## src/hdl/msx_io_params.svh

```systemverilog
`ifndef MSX_IO_PARAMS_SVH
`define MSX_IO_PARAMS_SVH

// ================================================
// SD bus activity
// ================================================

// Quiet cycles before the activity flag drops
`define SD_ACT_HOLD 1000000

// Byte shifted out while only reading
`define SPI_FILL_BYTE 8'hFF

// ================================================
// Scaler aspect terms
// ================================================

`define AR_ORIG_X 12'd400
// Narrower 4:3 for the 200 line crops
`define AR_WIDE_X 12'd340
`define AR_ORIG_Y 12'd300

// 4:3 monitors at or above this width still crop
`define HDMI_TALL_MIN_W 12'd1440

// Crop line counts
`define CROP_240 10'd240
`define CROP_256 10'd256
`define CROP_200 10'd200
`define CROP_216 10'd216

`endif

```

## src/hdl/msx_io_pkg.sv

```systemverilog
package msx_io_pkg;

   // ================================================
   // Vector types
   // ================================================

   // One byte on the SPI bus
   typedef logic [7:0] spi_byte_t;

   // HDMI width in pixels or height in lines
   typedef logic [11:0] hdmi_dim_t;

   // One aspect ratio term for the scaler
   typedef logic [11:0] aspect_t;

   // Visible line count after vertical crop
   typedef logic [9:0] crop_t;

   // ================================================
   // Grouped signals
   // ================================================

   // Video settings from the menu
   // aspect_sel 0 original, 1 full screen, 2/3 custom
   typedef struct packed {
      logic [1:0] aspect_sel;
      logic [1:0] scanlines;
      logic       vcrop_en;
   } video_cfg_t;

   // Outgoing SPI pins toward one card
   typedef struct packed {
      logic sck;
      logic mosi;
      logic cs_n;
   } sd_pins_t;

endpackage

```

## src/hdl/spi_byte_engine.sv

```systemverilog
`timescale 1ns/100ps

`include "msx_io_params.svh"

module spi_byte_engine (
   input  logic                  clk21m,
   input  logic                  reset,
   input  logic                  tx,
   input  logic                  rx,
   input  msx_io_pkg::spi_byte_t din,
   output msx_io_pkg::spi_byte_t dout,
   output logic                  ready,
   output logic                  spi_clk,
   input  logic                  spi_miso,
   output logic                  spi_mosi
);

   // Bit 4 set means idle, bits 3:0 count half periods
   logic [4:0] counter;
   // Shift register, MSB goes out first
   msx_io_pkg::spi_byte_t io_byte;
   // Byte received by the previous transfer
   msx_io_pkg::spi_byte_t data;

   // Idle flag doubles as ready
   assign ready = counter[4];
   // Odd counts are the high phase
   assign spi_clk = counter[0];
   assign spi_mosi = io_byte[7];
   assign dout = data;

   always_ff @(posedge clk21m) begin
      if (reset) begin
         counter <= 5'b10000;
         io_byte <= `SPI_FILL_BYTE;
         data <= '0;
      end else if (counter[4]) begin
         // Start only from idle
         if (tx | rx) begin
            counter <= 5'd0;
            // Hand over the last received byte
            data <= io_byte;
            io_byte <= tx ? din : `SPI_FILL_BYTE;
         end
      end else begin
         // Sample MISO while the clock is high
         if (counter[0]) begin
            io_byte <= {io_byte[6:0], spi_miso};
         end
         // Wraps into idle after 16 steps
         counter <= counter + 5'd1;
      end
   end

endmodule

```

## src/hdl/sd_port_switch.sv

```systemverilog
`timescale 1ns/100ps

`include "msx_io_params.svh"

module sd_port_switch #(
   parameter int HOLD_CYCLES = `SD_ACT_HOLD
) (
   input  logic                 clk21m,
   input  logic                 reset,
   input  logic                 img_mounted,
   input  logic [31:0]          img_size,
   input  logic                 spi_clk,
   input  logic                 spi_mosi,
   input  logic                 sd_ss_n,
   output logic                 spi_miso,
   output msx_io_pkg::sd_pins_t phys_sd,
   input  logic                 phys_miso,
   output logic                 vsd_ss_n,
   input  logic                 vsd_miso,
   output logic                 sd_act
);

   // Wide enough to hold HOLD_CYCLES itself
   localparam int QW = $clog2(HOLD_CYCLES + 1);

   logic          vsd_sel;
   logic          old_mosi;
   logic          old_miso;
   logic          bus_change;
   logic [QW-1:0] quiet;

   // ================================================
   // Card selection
   // ================================================

   // Mount event decides the card, empty image means physical
   always_ff @(posedge clk21m) begin
      if (reset) begin
         vsd_sel <= 1'b0;
      end else if (img_mounted) begin
         vsd_sel <= |img_size;
      end
   end

   // Physical pins parked while the image is in use
   assign phys_sd.cs_n = sd_ss_n | vsd_sel;
   assign phys_sd.sck = spi_clk & ~vsd_sel;
   assign phys_sd.mosi = spi_mosi & ~vsd_sel;

   // Virtual card only sees select when chosen
   assign vsd_ss_n = sd_ss_n | ~vsd_sel;

   // Return path from the chosen card
   assign spi_miso = vsd_sel ? vsd_miso : phys_miso;

   // ================================================
   // Activity detector
   // ================================================

   // Previous line values, tracked during reset too
   always_ff @(posedge clk21m) begin
      old_mosi <= spi_mosi;
      old_miso <= spi_miso;
   end

   // Any toggle on either data line
   assign bus_change = (old_mosi ^ spi_mosi) | (old_miso ^ spi_miso);

   // Counter saturates at HOLD_CYCLES, flag high until then
   always_ff @(posedge clk21m) begin
      if (reset) begin
         quiet <= QW'(HOLD_CYCLES);
         sd_act <= 1'b0;
      end else if (bus_change) begin
         quiet <= '0;
         sd_act <= 1'b1;
      end else if (quiet < QW'(HOLD_CYCLES)) begin
         quiet <= quiet + 1'b1;
         sd_act <= 1'b1;
      end else begin
         sd_act <= 1'b0;
      end
   end

endmodule

```

## src/hdl/video_crop.sv

```systemverilog
`timescale 1ns/100ps

`include "msx_io_params.svh"

module video_crop (
   input  logic                   clk21m,
   input  logic                   reset,
   input  msx_io_pkg::hdmi_dim_t  hdmi_width,
   input  msx_io_pkg::hdmi_dim_t  hdmi_height,
   input  logic                   forced_scandoubler,
   input  msx_io_pkg::video_cfg_t cfg,
   output msx_io_pkg::aspect_t    arx,
   output msx_io_pkg::aspect_t    ary,
   output msx_io_pkg::crop_t      crop_size
);

   logic                scandoubler;
   logic                wide_screen;
   logic                tall_screen;
   logic [12:0]         height_x15;
   msx_io_pkg::crop_t   crop_lines;
   logic                wide;
   msx_io_pkg::aspect_t arx_next;
   msx_io_pkg::aspect_t ary_next;
   msx_io_pkg::crop_t   crop_next;

   // ================================================
   // Monitor classification
   // ================================================

   // Doubled output never gets cropped
   assign scandoubler = forced_scandoubler | (|cfg.scanlines);

   // Height times 1.5, one bit wider to avoid overflow
   assign height_x15 = {1'b0, hdmi_height} + {2'b00, hdmi_height[11:1]};

   // Widescreen when width at least 1.5x height
   assign wide_screen = {1'b0, hdmi_width} >= height_x15;

   // Large 4:3 modes fail the ratio test
   assign tall_screen = hdmi_width >= `HDMI_TALL_MIN_W;

   // Line count by panel height
   always_comb begin
      crop_lines = '0;
      wide = 1'b0;
      if (!scandoubler) begin
         if (wide_screen) begin
            case (hdmi_height)
               12'd480: crop_lines = `CROP_240;
               12'd720: crop_lines = `CROP_240;
               12'd1200: crop_lines = `CROP_240;
               // 200 lines need the narrower aspect
               12'd600: begin
                  crop_lines = `CROP_200;
                  wide = cfg.vcrop_en;
               end
               12'd800: begin
                  crop_lines = `CROP_200;
                  wide = cfg.vcrop_en;
               end
               12'd768: crop_lines = `CROP_256;
               12'd1080: crop_lines = `CROP_216;
               default: crop_lines = '0;
            endcase
         end else if (tall_screen) begin
            // 1920x1440 and 2048x1536
            case (hdmi_height)
               12'd1440: crop_lines = `CROP_240;
               12'd1536: crop_lines = `CROP_256;
               default: crop_lines = '0;
            endcase
         end
      end
   end

   // ================================================
   // Scaler terms
   // ================================================

   // Crop only when enabled in the menu
   assign crop_next = cfg.vcrop_en ? crop_lines : '0;

   // Original aspect, else custom index passed down
   assign arx_next = (cfg.aspect_sel == 2'd0) ?
                     (wide ? `AR_WIDE_X : `AR_ORIG_X) :
                     msx_io_pkg::aspect_t'(cfg.aspect_sel) - 12'd1;
   assign ary_next = (cfg.aspect_sel == 2'd0) ? `AR_ORIG_Y : '0;

   // One register stage on every output
   always_ff @(posedge clk21m) begin
      if (reset) begin
         arx <= '0;
         ary <= '0;
         crop_size <= '0;
      end else begin
         arx <= arx_next;
         ary <= ary_next;
         crop_size <= crop_next;
      end
   end

endmodule

```

## src/hdl/msx_io_top.sv

```systemverilog
`timescale 1ns/100ps

`include "msx_io_params.svh"

module msx_io_top #(
   parameter int HOLD_CYCLES = `SD_ACT_HOLD
) (
   input  logic                   clk21m,
   input  logic                   reset,

   // MSX core side of the SPI engine
   input  logic                   spi_tx,
   input  logic                   spi_rx,
   input  msx_io_pkg::spi_byte_t  spi_din,
   output msx_io_pkg::spi_byte_t  spi_dout,
   output logic                   spi_ready,
   input  logic                   sd_ss_n,

   // Image mount from the host
   input  logic                   img_mounted,
   input  logic [31:0]            img_size,

   // Physical card pins
   output msx_io_pkg::sd_pins_t   phys_sd,
   input  logic                   phys_miso,

   // Virtual card bus
   output logic                   vsd_sck,
   output logic                   vsd_mosi,
   output logic                   vsd_ss_n,
   input  logic                   vsd_miso,

   output logic                   sd_act,

   // Scaler geometry
   input  msx_io_pkg::hdmi_dim_t  hdmi_width,
   input  msx_io_pkg::hdmi_dim_t  hdmi_height,
   input  logic                   forced_scandoubler,
   input  msx_io_pkg::video_cfg_t video_cfg,
   output msx_io_pkg::aspect_t    arx,
   output msx_io_pkg::aspect_t    ary,
   output msx_io_pkg::crop_t      crop_size
);

   // Internal SPI bus
   logic spi_clk;
   logic spi_mosi;
   logic spi_miso;

   // ================================================
   // SD card path
   // ================================================

   spi_byte_engine u_spi (
      .clk21m   (clk21m),
      .reset    (reset),
      .tx       (spi_tx),
      .rx       (spi_rx),
      .din      (spi_din),
      .dout     (spi_dout),
      .ready    (spi_ready),
      .spi_clk  (spi_clk),
      .spi_miso (spi_miso),
      .spi_mosi (spi_mosi)
   );

   // Virtual card shares clock and data, select is gated
   assign vsd_sck = spi_clk;
   assign vsd_mosi = spi_mosi;

   sd_port_switch #(
      .HOLD_CYCLES (HOLD_CYCLES)
   ) u_switch (
      .clk21m      (clk21m),
      .reset       (reset),
      .img_mounted (img_mounted),
      .img_size    (img_size),
      .spi_clk     (spi_clk),
      .spi_mosi    (spi_mosi),
      .sd_ss_n     (sd_ss_n),
      .spi_miso    (spi_miso),
      .phys_sd     (phys_sd),
      .phys_miso   (phys_miso),
      .vsd_ss_n    (vsd_ss_n),
      .vsd_miso    (vsd_miso),
      .sd_act      (sd_act)
   );

   // ================================================
   // Video geometry
   // ================================================

   video_crop u_crop (
      .clk21m             (clk21m),
      .reset              (reset),
      .hdmi_width         (hdmi_width),
      .hdmi_height        (hdmi_height),
      .forced_scandoubler (forced_scandoubler),
      .cfg                (video_cfg),
      .arx                (arx),
      .ary                (ary),
      .crop_size          (crop_size)
   );

endmodule

```

## config.mk

```make
export PLATFORM = sky130hd
export DESIGN_NAME = msx_io_top
export DESIGN_NICKNAME = d
export VERILOG_FILES = /design/src/hdl/msx_io_pkg.sv /design/src/hdl/spi_byte_engine.sv /design/src/hdl/sd_port_switch.sv /design/src/hdl/video_crop.sv /design/src/hdl/msx_io_top.sv
export VERILOG_INCLUDE_DIRS = /design/src /design/src/hdl
export SDC_FILE = /design/constraint.sdc
export NUM_CORES = 1
export LEC_CHECK = 0
export BUFFER_PORTS_ARGS = -buffer_cell sky130_fd_sc_hd__buf_2
export CORE_MARGIN = 2
export CORE_UTILIZATION = 32
export DETAILED_ROUTE_END_ITERATION = 16
export GPL_TIMING_DRIVEN = 0
export PLACE_DENSITY = 0.53
export SLEW_MARGIN = 20
export SYNTH_ARGS = -nofsm -noshare
export SYNTH_HDL_FRONTEND = slang
export SYNTH_SLANG_ARGS = --single-unit
```

## constraint.sdc

```tcl
create_clock -name clk21m -period 8.1 [get_ports clk21m]
set_input_delay 1.62 -clock clk21m [delete_from_list [all_inputs] [get_ports clk21m]]
set_output_delay 1.62 -clock clk21m [all_outputs]
set_load 0.03 [all_outputs]
```

==> results by group, run 1 <==
Status
  • Status: finished, final reports clean

Layout
  • Fin util: about two fifths
  • Most common cell after layout, fill and taps aside: buf_2
  • Multi-input logic area: between 0.002 and 0.0025 mm2
  • Final Net Count: slightly below 700
  • Fraction of layout cells with a size suffix above 1: approximately 28%
  • Area Growth Syn to Fin: 26.0%
  • # fillers: around 1100
  • Leading cell types in the layout, fill and taps excluded: buf_2, dfxtp_1, nor2_1
  • Sequential Area: approximately 0.0011 mm2
  • # diodes: 0

STA
  • Final hold violations: 0
  • Fmax achieved: between 0.2 and 0.25 GHz
  • Clk_skew: 0.00640 ns
  • Normalized max-slew margin: a little over a third
  • Final period utilization: between 50% and 60%
  • Final setup vio count: 0
  • Max Transition Viols Final: 0
  • Slew @ Worst Pin: approximately 0.95 ns
  • Setup TNS: 0 ns
  • Hold slack: around 0.45 ns
  • Final period demand of the worst path: approximately 4.8 ns
  • RSZ-0062 raised after global routing: false
  • Final setup margin: 3.29 ns

Hold path
  • Hold Crit Class: register to register

Clock tree
  • Htree depth: 2
  • Hold_buf cts: 0
  • # clock sinks: between 50 and 60
  • TritonCTS clock tree: done
  • TritonCTS Buffers: 5
  • # Post-CTS Setup Buffers: 0
  • Clock Latency Late Sink: around 0.29 ns
  • Post-CTS resize count: 0
  • Clock Tree Buf Depth: 2
  • Clock transition at the registers of the reported paths: 0.08 ns
  • Root Driver: clkbuf_16

Floorplanning
  • Core Area: ~0.011 mm2
  • Number of top-level pins: 128
  • Chip height: 110 um
  • Die width: 110 um
  • Num rows: 38
  • Initial Utilization: 33.1%
  • Die Area: between 0.01 and 0.015 mm2

Synth
  • Largest area contributor in the netlist: dfxtp_1
  • Synth warnings: 0
  • Post-synth EDFFs: 0
  • Synth top area cells: dfxtp_1, ha_1, buf_4
  • Top cell type's share of synthesized area: a little under a third
  • Cell count after synthesis: ~430
  • Post-synth ARST share: 0%
  • Avg Cell Area, Syn: 8.50 um2
  • Cell variety after synth: 54
  • Post-Syn Area: 0.00362 mm2
  • Main synth FF type: dfxtp_1
  • Synth Register Bits: 56
  • Seq/Total Area, Yosys: a little under a third

Power and ir drop
  • Maximum VDD drop: between 0.1 and 0.15 mV
  • Tot Pwr: 725 uW
  • PwrDens: about 160 mW/mm2
  • Static Leak: between 2 and 2.5 nW

GRT
  • Largest net degree at the start of global routing: 20
  • First-pass GRT wire length: around 14 mm
  • Initial antenna violation count: 0
  • GR Overflow Total: 0
  • Number of global-route vias before repair: roughly 3100
  • All-Layer GR Usage: 14.1%

Worst setup path
  • Largest fanout on the critical path: 4
  • Cell Chain, Critical Path: buf_2, inv_1, ha_1, nor2b_1, o31a_1, o221ai_1, nand2b_1, a21oi_1, xor2_1, ha_1, a21o_1, a21oi_1, o211ai_1, o21ai_0, o2111ai_1, a211oi_1
  • Top delay family on crit path: compound AO/OA/AOI/OAI gates
  • Startpoint types: input port
  • Crit path buf inv count: 2
  • Worst Path Arrival: between 5 and 6 ns
  • Crit. End Element: register
  • WS Path Type: input port to register
  • Max stage delay cell, worst path: o21ai_0
  • Critical Path RT: around 8.3 ns
  • CP max stage delay: around 0.38 ns

Routing
  • WL per Instance: about 12 um
  • DRT iter0 DRCs: between 80 and 90
  • Residual DRC count: 0
  • Drt total wl: 8.51 mm
  • Vias per Instance: 4.73
  • Post-DRT Antenna Nets: 0
  • Vias: 3312
  • DRT Pass-1 Iters: 4

Placed design
  • Setup WS pre-CTS: between 2 and 3 ns
  • DP HPWL: a little over 7 mm
  • Final Wtd Congestion: between 0.7 and 0.8
  • Port-buffer cells: ~110

Job
  • Total of max-cap violations: 0
through the flow:
stage               instances  area [um2]
finish                    700        4560
global route              700        4560
CTS                       700        4560
detailed placement        692        4410
global placement          692        4410
floorplan                 438        3670
Yosys cell counts, types with 5 or more instances:
cell type,number
dfxtp_1,56
nor2_1,42
ha_1,41
inv_1,26
nand2_1,25
o21ai_0,24
buf_4,23
a21oi_1,17
nand3_1,17
xnor2_1,16
nor3_1,12
o22ai_1,10
mux2i_1,9
o211ai_1,9
xor2_1,9
or3_1,8
clkbuf_1,7
nand4_1,7
nor4_1,6
nand2b_1,5
nor2b_1,5
flip-flops by register name, indices dropped and copies added, names as in the netlist:
signal and count:
u_crop.crop_size 5, u_switch.quiet 20, u_spi.counter 5, u_switch.old_mosi 1, u_switch.vsd_sel 1, u_switch.old_miso 1, u_spi.dout 8, u_crop.arx 6
u_switch.sd_act 1, u_spi.io_byte 8
power breakdown:
| group | leakage (nW) | switching (mW) | total [mW] | internal (mW) |
|---|---|---|---|---|
| Sequential | 0.461 | 0.0135 | 0.306 | 0.293 |
| Clock | 0.0748 | 0.104 | 0.222 | 0.118 |
| Combinational | 1.60 | 0.114 | 0.197 | 0.0824 |
| Total | 2.14 | 0.232 | 0.725 | 0.493 |
logic make-up (layout without fill, tap and decap cells):
logic type               Yosys count  count (layout)  share of synthesized area [%]
XOR/XNOR                          25              25                           6.05
multiplexers                      11              11                           3.11
AO/OA/AOI/OAI                     87              87                           15.5
AND/OR/NAND/NOR                  146             146                           20.9
flip-flops                        56              56                           31.0
adder cells (fa/ha/maj)           42              42                           14.7
other                              1              13                          0.104
buffers and inverters             58             180                           8.60
worst register-to-register path: stages (launching register included):
cell and delay (ns):
dfxtp_1 0.36, o31a_1 0.34, nor4_4 0.31, o2111ai_2 0.21, buf_6 0.18, nor3_1 0.19, xnor2_1 0.15, nor2_1 0.05
routing by layer:
| metal | up-vias | global-route usage, % | routed length (um) |
|---|---|---|---|
| met1 | 1506 | 17.5 | 3790 |
| met2 | 59 | 25.7 | 4370 |
| met4 | 0 | 3.13 | 76 |
| met5 | - | 0 | 0 |
| met3 | 4 | 1.82 | 268 |
| li1 | 1743 | - | - |
layout make-up:
cell class | count | share of cell area [%]
buffer | 32 | 4.69
clock buffer | 5 | 2.74
clock inverter | 3 | 0.576
inverter | 26 | 2.14
multi-input combinational | 324 | 48.9
sequential | 56 | 24.6
tap | 140 | 3.84
timing repair buffer | 114 | 12.5
path summary, 6_finish.rpt:
kind	cells past startpoint	slack, ns	start	endpoint
setup / recovery	16	3.29	hdmi_height[2]	u_crop.crop_size[8]
hold / removal	0	0.45	u_spi.io_byte[7]	u_switch.old_mosi
setup reg to reg	7	6.18	u_switch.quiet[7]	u_switch.quiet[11]
hold reg to reg	0	0.45	u_spi.io_byte[7]	u_switch.old_mosi
Power figures use the tool's default switching activity.
==> inputs of run 2 (changes only) <==
- PLACE_DENSITY: 0.53 -> 0.55
- clock period: 8.1 -> 4 ns (I/O delays scaled with it)
==> run 2 against run 1 <==
Net effect: first-iteration DRC count is 77% higher; critical path type unchanged; combinational power is 110% higher; via count is 2.2% higher; sequential share of layout area is 0.15 points lower.
==> results by group, run 2 (synthesized netlist as in run 1, its figures left out) <==
Worst setup path
  • WS Path Type: input port to register (unchanged)
  • Cell Chain, Critical Path: buf_2, inv_1, ha_1, and3_1, a221o_1, nand2_1, nand2_1, o41a_1, xnor2_1, ha_1, nand3_1, a221oi_2, o21a_1, nand2_1, o31a_1 (was buf_2, inv_1, ha_1, nor2b_1, o31a_1, o221ai_1, nand2b_1, a21oi_1, xor2_1, ha_1, a21o_1, a21oi_1, o211ai_1, o21ai_0, o2111ai_1, a211oi_1)
  • Max stage delay cell, worst path: a221o_1 (was o21ai_0)
  • Crit path buf inv count: 2 (unchanged)
  • Largest fanout on the critical path: 5 (was 4)
  • Worst path depth: 15 (was 16)
  • Register-to-Register Path Depth: 6 (was 7)
  • CP max stage delay: 0.36 ns (was 0.38 ns)
  • Worst Path Arrival: 3.93 ns (was 5.02 ns)
  • Critical Path RT: 4.19 ns (was 8.30 ns)
  • Crit. End Element: register (unchanged)
  • Startpoint types: input port (unchanged)
  • Worst r2r src: u_switch.quiet[7] (unchanged)
  • Worst Setup SP: hdmi_height[4] (was hdmi_height[2])
  • Cell mode on critical path: nand2_1
  • Top delay family on crit path: compound AO/OA/AOI/OAI gates (unchanged)

STA
  • Clk_skew: 0.00304 ns (was 0.00640 ns)
  • RSZ-0062 raised after global routing: false (unchanged)
  • Final period utilization: 93.6%
  • Normalized max-slew margin: 35.2% (was 36.2%)
  • Final hold violations: 0 (unchanged)
  • Fmax achieved: about 0.27 GHz
  • Max Transition Viols Final: 0 (unchanged)
  • Final setup margin: 0.257 ns (was 3.29 ns)
  • Final period demand of the worst path: about 3.7 ns
  • Final setup vio count: 0 (unchanged)
  • Slew @ Worst Pin: 0.966 ns (was 0.950 ns)

Routing
  • DRT met1 WL: 3.86 mm (was 3.79 mm)
  • Post-DRT Antenna Nets: 0 (unchanged)
  • Wire length on met3: 427 um (was 268 um)
  • Residual DRC count: 0 (unchanged)
  • Vias per Instance: 4.84 (was 4.73)
  • DRT iter0 DRCs: 147 (was 83)
  • Drt total wl: 8.73 mm (was 8.51 mm)
  • Vias: 3386 (was 3312)
  • DRT Pass-1 Iters: 4 (unchanged)
  • Uppermost routed layer: met4 (unchanged)
  • WL per Instance: 12.5 um (was 12.2 um)
  • Met2 WL: 4.32 mm (was 4.37 mm)

Power and ir drop
  • Gate power share: 27.9% (was 27.1%)
  • Switching Fraction: 32.3% (was 32.0%)
  • PwrDens: 321 mW/mm2 (was 159 mW/mm2)
  • Clock network power share: 30.0% (was 30.6%)
  • P_int: 998 uW (was 493 uW)
  • Flop pwr share: 42.1% (was 42.2%)
  • Psw: 477 uW (was 232 uW)
  • Static Leak: 2.14 nW (about the same)
  • Maximum VDD drop: 0.203 mV (was 0.108 mV)

Layout
  • Design area: 0.00459 mm2 (was 0.00456 mm2)
  • Biggest register: u_switch.quiet (unchanged)
  • Most common cell after layout, fill and taps aside: buf_2 (unchanged)
  • Area Growth Syn to Fin: 26.8% (was 26.0%)
  • Multi-input logic area: 0.00226 mm2 (was 0.00223 mm2)
  • Max reg flops: 20 (unchanged)
  • Sequential Area: 0.00112 mm2 (unchanged)
  • # fillers: 1098 (was 1137)
  • Leading cell types in the layout, fill and taps excluded: buf_2, dfxtp_1, nor2_1 (unchanged)
  • Fraction of layout cells with a size suffix above 1: 28.9% (was 27.9%)
  • Final Net Count: 679 (unchanged)
  • # diodes: 0 (unchanged)

Hold path
  • Hold Crit Class: register to register (unchanged)
  • WHS Path Cells: 0 (unchanged)
  • Hold_sp: u_spi.io_byte[7] (unchanged)

Floorplanning
  • Number of top-level pins: 128 (unchanged)
  • Core Area: 0.0109 mm2 (unchanged)
  • Num rows: 38 (unchanged)
  • Die width: 110 um (unchanged)
  • Die Area: 0.0122 mm2 (unchanged)
  • Chip height: 110 um (unchanged)
  • Initial Utilization: 33.1% (unchanged)

Clock tree
  • Clock Tree Buf Depth: 2 (unchanged)
  • Root Driver: clkbuf_16 (unchanged)
  • Clock transition at the registers of the reported paths: 0.07 ns (was 0.08 ns)
  • Htree depth: 2 (unchanged)
  • Hold_buf cts: 0 (unchanged)
  • TritonCTS clock tree: done (unchanged)
  • TritonCTS Buffers: 5 (unchanged)
  • # clock sinks: 56 (unchanged)
  • Clock Latency Late Sink: 0.29 ns (about the same)

Placed design
  • Placed cell areas: 0.00441 mm2 (unchanged)
  • DP HPWL: 7.04 mm (was 7.06 mm)
  • Setup WS pre-CTS: -0.339 ns (was 2.99 ns)
  • Final Wtd Congestion: 0.818 (was 0.742)
  • Port-buffer cells: 114 (unchanged)

GRT
  • Largest net degree at the start of global routing: 19 (was 20)
  • GR Overflow Total: 0 (unchanged)
  • Number of global-route vias before repair: 3119 (was 3075)
  • Initial antenna violation count: 0 (unchanged)
  • All-Layer GR Usage: 14.3% (was 14.1%)
  • First-pass GRT wire length: 13.7 mm (about the same)

Status
  • Status: finished, final reports clean (unchanged)

Job
  • Total of max-cap violations: 0 (unchanged)
run 2: final cells by class:
class                   count  share of cell area, %
multi-input cells         324                   49.3
flip-flops and latches     56                   24.4
clock buffers               5                   2.73
well taps                 140                   3.82
clock inverters             3                  0.491
plain buffers              32                   4.66
inverters                  26                   2.13
repair buffers            114                   12.4
run 2: path summary, 6_finish.rpt:
check | to | slack, ns
max | u_crop.arx[7] | 0.26
min | u_switch.old_mosi | 0.44
max reg2reg | u_switch.quiet[13] | 2.09
min reg2reg | u_switch.old_mosi | 0.44
run 2: repair_timing:
| action | CTS | global route |
|---|---|---|
| hold endpoints to repair | 0 | 0 |
| resized for setup | 1 | 6 |
| pin swaps | 0 | 0 |
| gates cloned | 0 | 0 |
| endpoints found under the setup margin | 1 | 6 |
| setup buffers | 0 | 0 |
run 2: per-stage QoR:
stage / power, mW / instances / hold WS, ns / util [%] / setup TNS, ns
after CTS: 1.48 / 700 / 0.442 / 41.7 / 0
after global routing: 1.56 / 700 / 0.471 / 42.0 / 0
after global placement: 1.03 / 692 / 0.429 / 40.3 / -1.16
after detailed placement: 1.04 / 692 / 0.432 / 40.3 / -1.26
after floorplan: 0.911 / 438 / 0.466 / - / 0
final: 1.48 / 700 / 0.444 / 42.0 / 0
run 2: worst register-to-register path, stage by stage (launching register included):
cell,delay [ns]
dfxtp_1,0.35
o31a_1,0.34
nor4_4,0.30
o2111ai_2,0.21
buf_6,0.18
or3_1,0.30
a21oi_1,0.16
run 2: metal layers:
metal,up-vias,track usage (%)
li1,1747,-
met1,1530,17.4
met2,99,25.1
met3,10,2.53
met4,0,5.18
met5,-,0
run 2: power by group through the flow:
stage | sequential (mW) | combinational [mW] | clock (mW)
finish | 0.621 | 0.411 | 0.442
global route | 0.626 | 0.461 | 0.475
CTS | 0.621 | 0.406 | 0.455
detailed placement | 0.634 | 0.403 | 0
global placement | 0.633 | 0.394 | 0
floorplan | 0.656 | 0.255 | 0
==> inputs of run 3 (changes only) <==
- CORE_UTILIZATION: 32 -> 25
- PLACE_DENSITY: 0.55 -> 0.45
==> run 3 against run 2 <==
Net effect: clock skew grew 0.0039 ns; worst hold slack lost 0.0067 ns; clock power grew 2%; critical path depth down 1; register-to-register slack improved by 0.02 ns; sequential power barely moved; wire length up 8.3%; flip-flop and latch count unchanged; final area rose by 0.68%; non-clock buffer count did not move; maximum frequency is 0.90% lower; worst setup slack got worse by 0.034 ns; largest power group unchanged.
==> results by group, run 3 (synthesized netlist as in run 1, its figures left out) <==
Layout
  • Biggest register: u_switch.quiet (unchanged)
  • # fillers: 1505 (was 1098)
  • Most common cell after layout, fill and taps aside: buf_2 (unchanged)
  • Multi-input logic area: 0.00224 mm2 (was 0.00226 mm2)
  • Area Growth Syn to Fin: 27.6% (was 26.8%)
  • Sequential Area: 0.00112 mm2 (unchanged)
  • Fraction of layout cells with a size suffix above 1: 28.2% (was 28.9%)
  • Max reg flops: 20 (unchanged)
  • Final Net Count: 679 (unchanged)
  • Design area: 0.00462 mm2 (was 0.00459 mm2)
  • Leading cell types in the layout, fill and taps excluded: buf_2, dfxtp_1, nor2_1 (unchanged)
  • # diodes: 0 (unchanged)

Routing
  • Drt total wl: 9.46 mm (was 8.73 mm)
  • Residual DRC count: 0 (unchanged)
  • Vias: 3290 (was 3386)
  • DRT Pass-1 Iters: 4 (unchanged)
  • Post-DRT Antenna Nets: 0 (unchanged)
  • Vias per Instance: 4.45 (was 4.84)
  • DRT iter0 DRCs: 111 (was 147)
  • WL per Instance: 12.8 um (was 12.5 um)

Power and ir drop
  • Psw: 479 uW (was 477 uW)
  • Static Leak: 2.14 nW (about the same)
  • PwrDens: 320 mW/mm2 (was 321 mW/mm2)
  • Flop pwr share: 42.1% (about the same)
  • Maximum VDD drop: 0.207 mV (was 0.203 mV)
  • Switching Fraction: 32.4% (was 32.3%)
  • Clock network power share: 30.5% (was 30.0%)
  • Gate power share: 27.4% (was 27.9%)
  • P_int: 999 uW (was 998 uW)

STA
  • Normalized max-slew margin: 34.5% (was 35.2%)
  • Clk_skew: 0.00695 ns (was 0.00304 ns)
  • Final setup vio count: 0 (unchanged)
  • Max Transition Viols Final: 0 (unchanged)
  • RSZ-0062 raised after global routing: true (was false)
  • Slew @ Worst Pin: 0.976 ns (was 0.966 ns)
  • Final period utilization: 94.4% (was 93.6%)
  • Final hold violations: 0 (unchanged)
  • Final setup margin: 0.223 ns (was 0.257 ns)
  • Fmax achieved: 0.265 GHz (was 0.267 GHz)
  • Final period demand of the worst path: 3.78 ns (was 3.74 ns)

Worst setup path
  • Worst Setup SP: hdmi_height[7] (was hdmi_height[4])
  • Worst R2R End: u_switch.quiet[7] (was u_switch.quiet[13])
  • R2R setup slack: 2.11 ns (was 2.09 ns)
  • Crit. End Element: register (unchanged)
  • Register-to-Register Path Depth: 6 (unchanged)
  • Worst Path Arrival: 3.98 ns (was 3.93 ns)
  • Critical Path RT: 4.20 ns (was 4.19 ns)
  • Startpoint types: input port (unchanged)
  • Crit path capture: u_crop.crop_size[8] (was u_crop.arx[7])
  • WS Path Type: input port to register (unchanged)
  • Worst r2r src: u_switch.quiet[10] (was u_switch.quiet[7])
  • Largest fanout on the critical path: 4 (was 5)

Placed design
  • Final Wtd Congestion: 0.813 (was 0.818)
  • DP HPWL: 7.93 mm (was 7.04 mm)
  • Setup WS pre-CTS: -0.256 ns (was -0.339 ns)
  • Placed cell areas: 0.00446 mm2 (was 0.00441 mm2)
  • Port-buffer cells: 114 (unchanged)

GRT
  • All-Layer GR Usage: 12.1% (was 14.3%)
  • First-pass GRT wire length: 15.7 mm (was 13.7 mm)
  • Number of global-route vias before repair: 3254 (was 3119)
  • Largest net degree at the start of global routing: 20 (was 19)
  • GR Overflow Total: 0 (unchanged)
  • Initial antenna violation count: 0 (unchanged)

Job
  • Total of max-cap violations: 0 (unchanged)

Hold path
  • Hold Crit Class: register to register (unchanged)

Floorplanning
  • Core Area: 0.0140 mm2 (was 0.0109 mm2)
  • Num rows: 43 (was 38)
  • Die Area: 0.0155 mm2 (was 0.0122 mm2)
  • Number of top-level pins: 128 (unchanged)
  • Chip height: 124 um (was 110 um)
  • Die width: 124 um (was 110 um)
  • Initial Utilization: 25.9% (was 33.1%)

Status
  • Status: finished, final reports clean (unchanged)

Clock tree
  • Hold_buf cts: 0 (unchanged)
  • Htree depth: 2 (unchanged)
  • TritonCTS Buffers: 5 (unchanged)
  • # Post-CTS Setup Buffers: 0 (unchanged)
  • Post-CTS resize count: 0 (was 1)
  • Root Driver: clkbuf_16 (unchanged)
  • # clock sinks: 56 (unchanged)
  • Clock Latency Late Sink: 0.30 ns (was 0.29 ns)
  • Clock transition at the registers of the reported paths: 0.08 ns (was 0.07 ns)
  • TritonCTS clock tree: done (unchanged)
  • Clock Tree Buf Depth: 2 (unchanged)
-- run 3: final cells by class --
| cell class | instances | share of cell area [%] |
|---|---|---|
| multi-input cells | 324 | 48.5 |
| inverters | 26 | 2.11 |
| clock buffers | 5 | 2.71 |
| repair buffers | 114 | 12.3 |
| flip-flops and latches | 56 | 24.3 |
| plain buffers | 32 | 4.63 |
| clock inverters | 3 | 0.596 |
| well taps | 180 | 4.87 |
-- run 3: per-layer routing --
layer  vias up  GRT usage [%]  routed length [um]
li1       1739              -                   -
met1      1485           15.7                4540
met2        61           20.8                4510
met3         5           2.06                 324
met4         0           2.78                  81
met5         -              0                   0
-- run 3: worst min path at each step --
stage,start,to,depth (start not counted)
3_5_place_dp,u_spi.io_byte[7],u_switch.old_mosi,0
3_3_place_gp,u_spi.io_byte[7],u_switch.old_mosi,0
6_report,u_spi.io_byte[7],u_switch.old_mosi,0
2_1_floorplan,u_switch.quiet[12],u_switch.quiet[12],2
5_1_grt,u_spi.io_byte[7],u_switch.old_mosi,0
4_1_cts,u_spi.io_byte[7],u_switch.old_mosi,0
-- run 3: power by group through the flow --
| stage | clock network (mW) | logic (mW) | registers (mW) |
|---|---|---|---|
| 3_3_place_gp | 0 | 0.400 | 0.634 |
| 2_1_floorplan | 0 | 0.255 | 0.656 |
| 6_report | 0.451 | 0.405 | 0.621 |
| 5_1_grt | 0.492 | 0.456 | 0.627 |
| 3_5_place_dp | 0 | 0.405 | 0.635 |
| 4_1_cts | 0.471 | 0.407 | 0.622 |
-- run 3: worst max-delay path, cell delays in order --
cell       delay [ns]
buf_2            0.13
ha_1             0.25
or4_1            0.58
o221ai_2         0.25
nand2b_1         0.09
a21oi_1          0.17
xor2_1           0.20
ha_1             0.27
a21o_1           0.18
a21oi_1          0.22
o211ai_1         0.15
o21ai_1          0.25
o2111ai_1        0.16
a211oi_1         0.28
-- run 3: per-stage QoR --
stage	power (mW)	setup TNS (ns)	std cells	hold WS [ns]	util [%]
after floorplan	0.911	0	438	0.466	-
after global placement	1.03	-1.18	732	0.438	31.9
after detailed placement	1.04	-0.996	732	0.446	31.9
after CTS	1.50	0	740	0.448	33.0
after global routing	1.57	-0.161	740	0.458	33.0
final	1.48	0	740	0.437	33.0
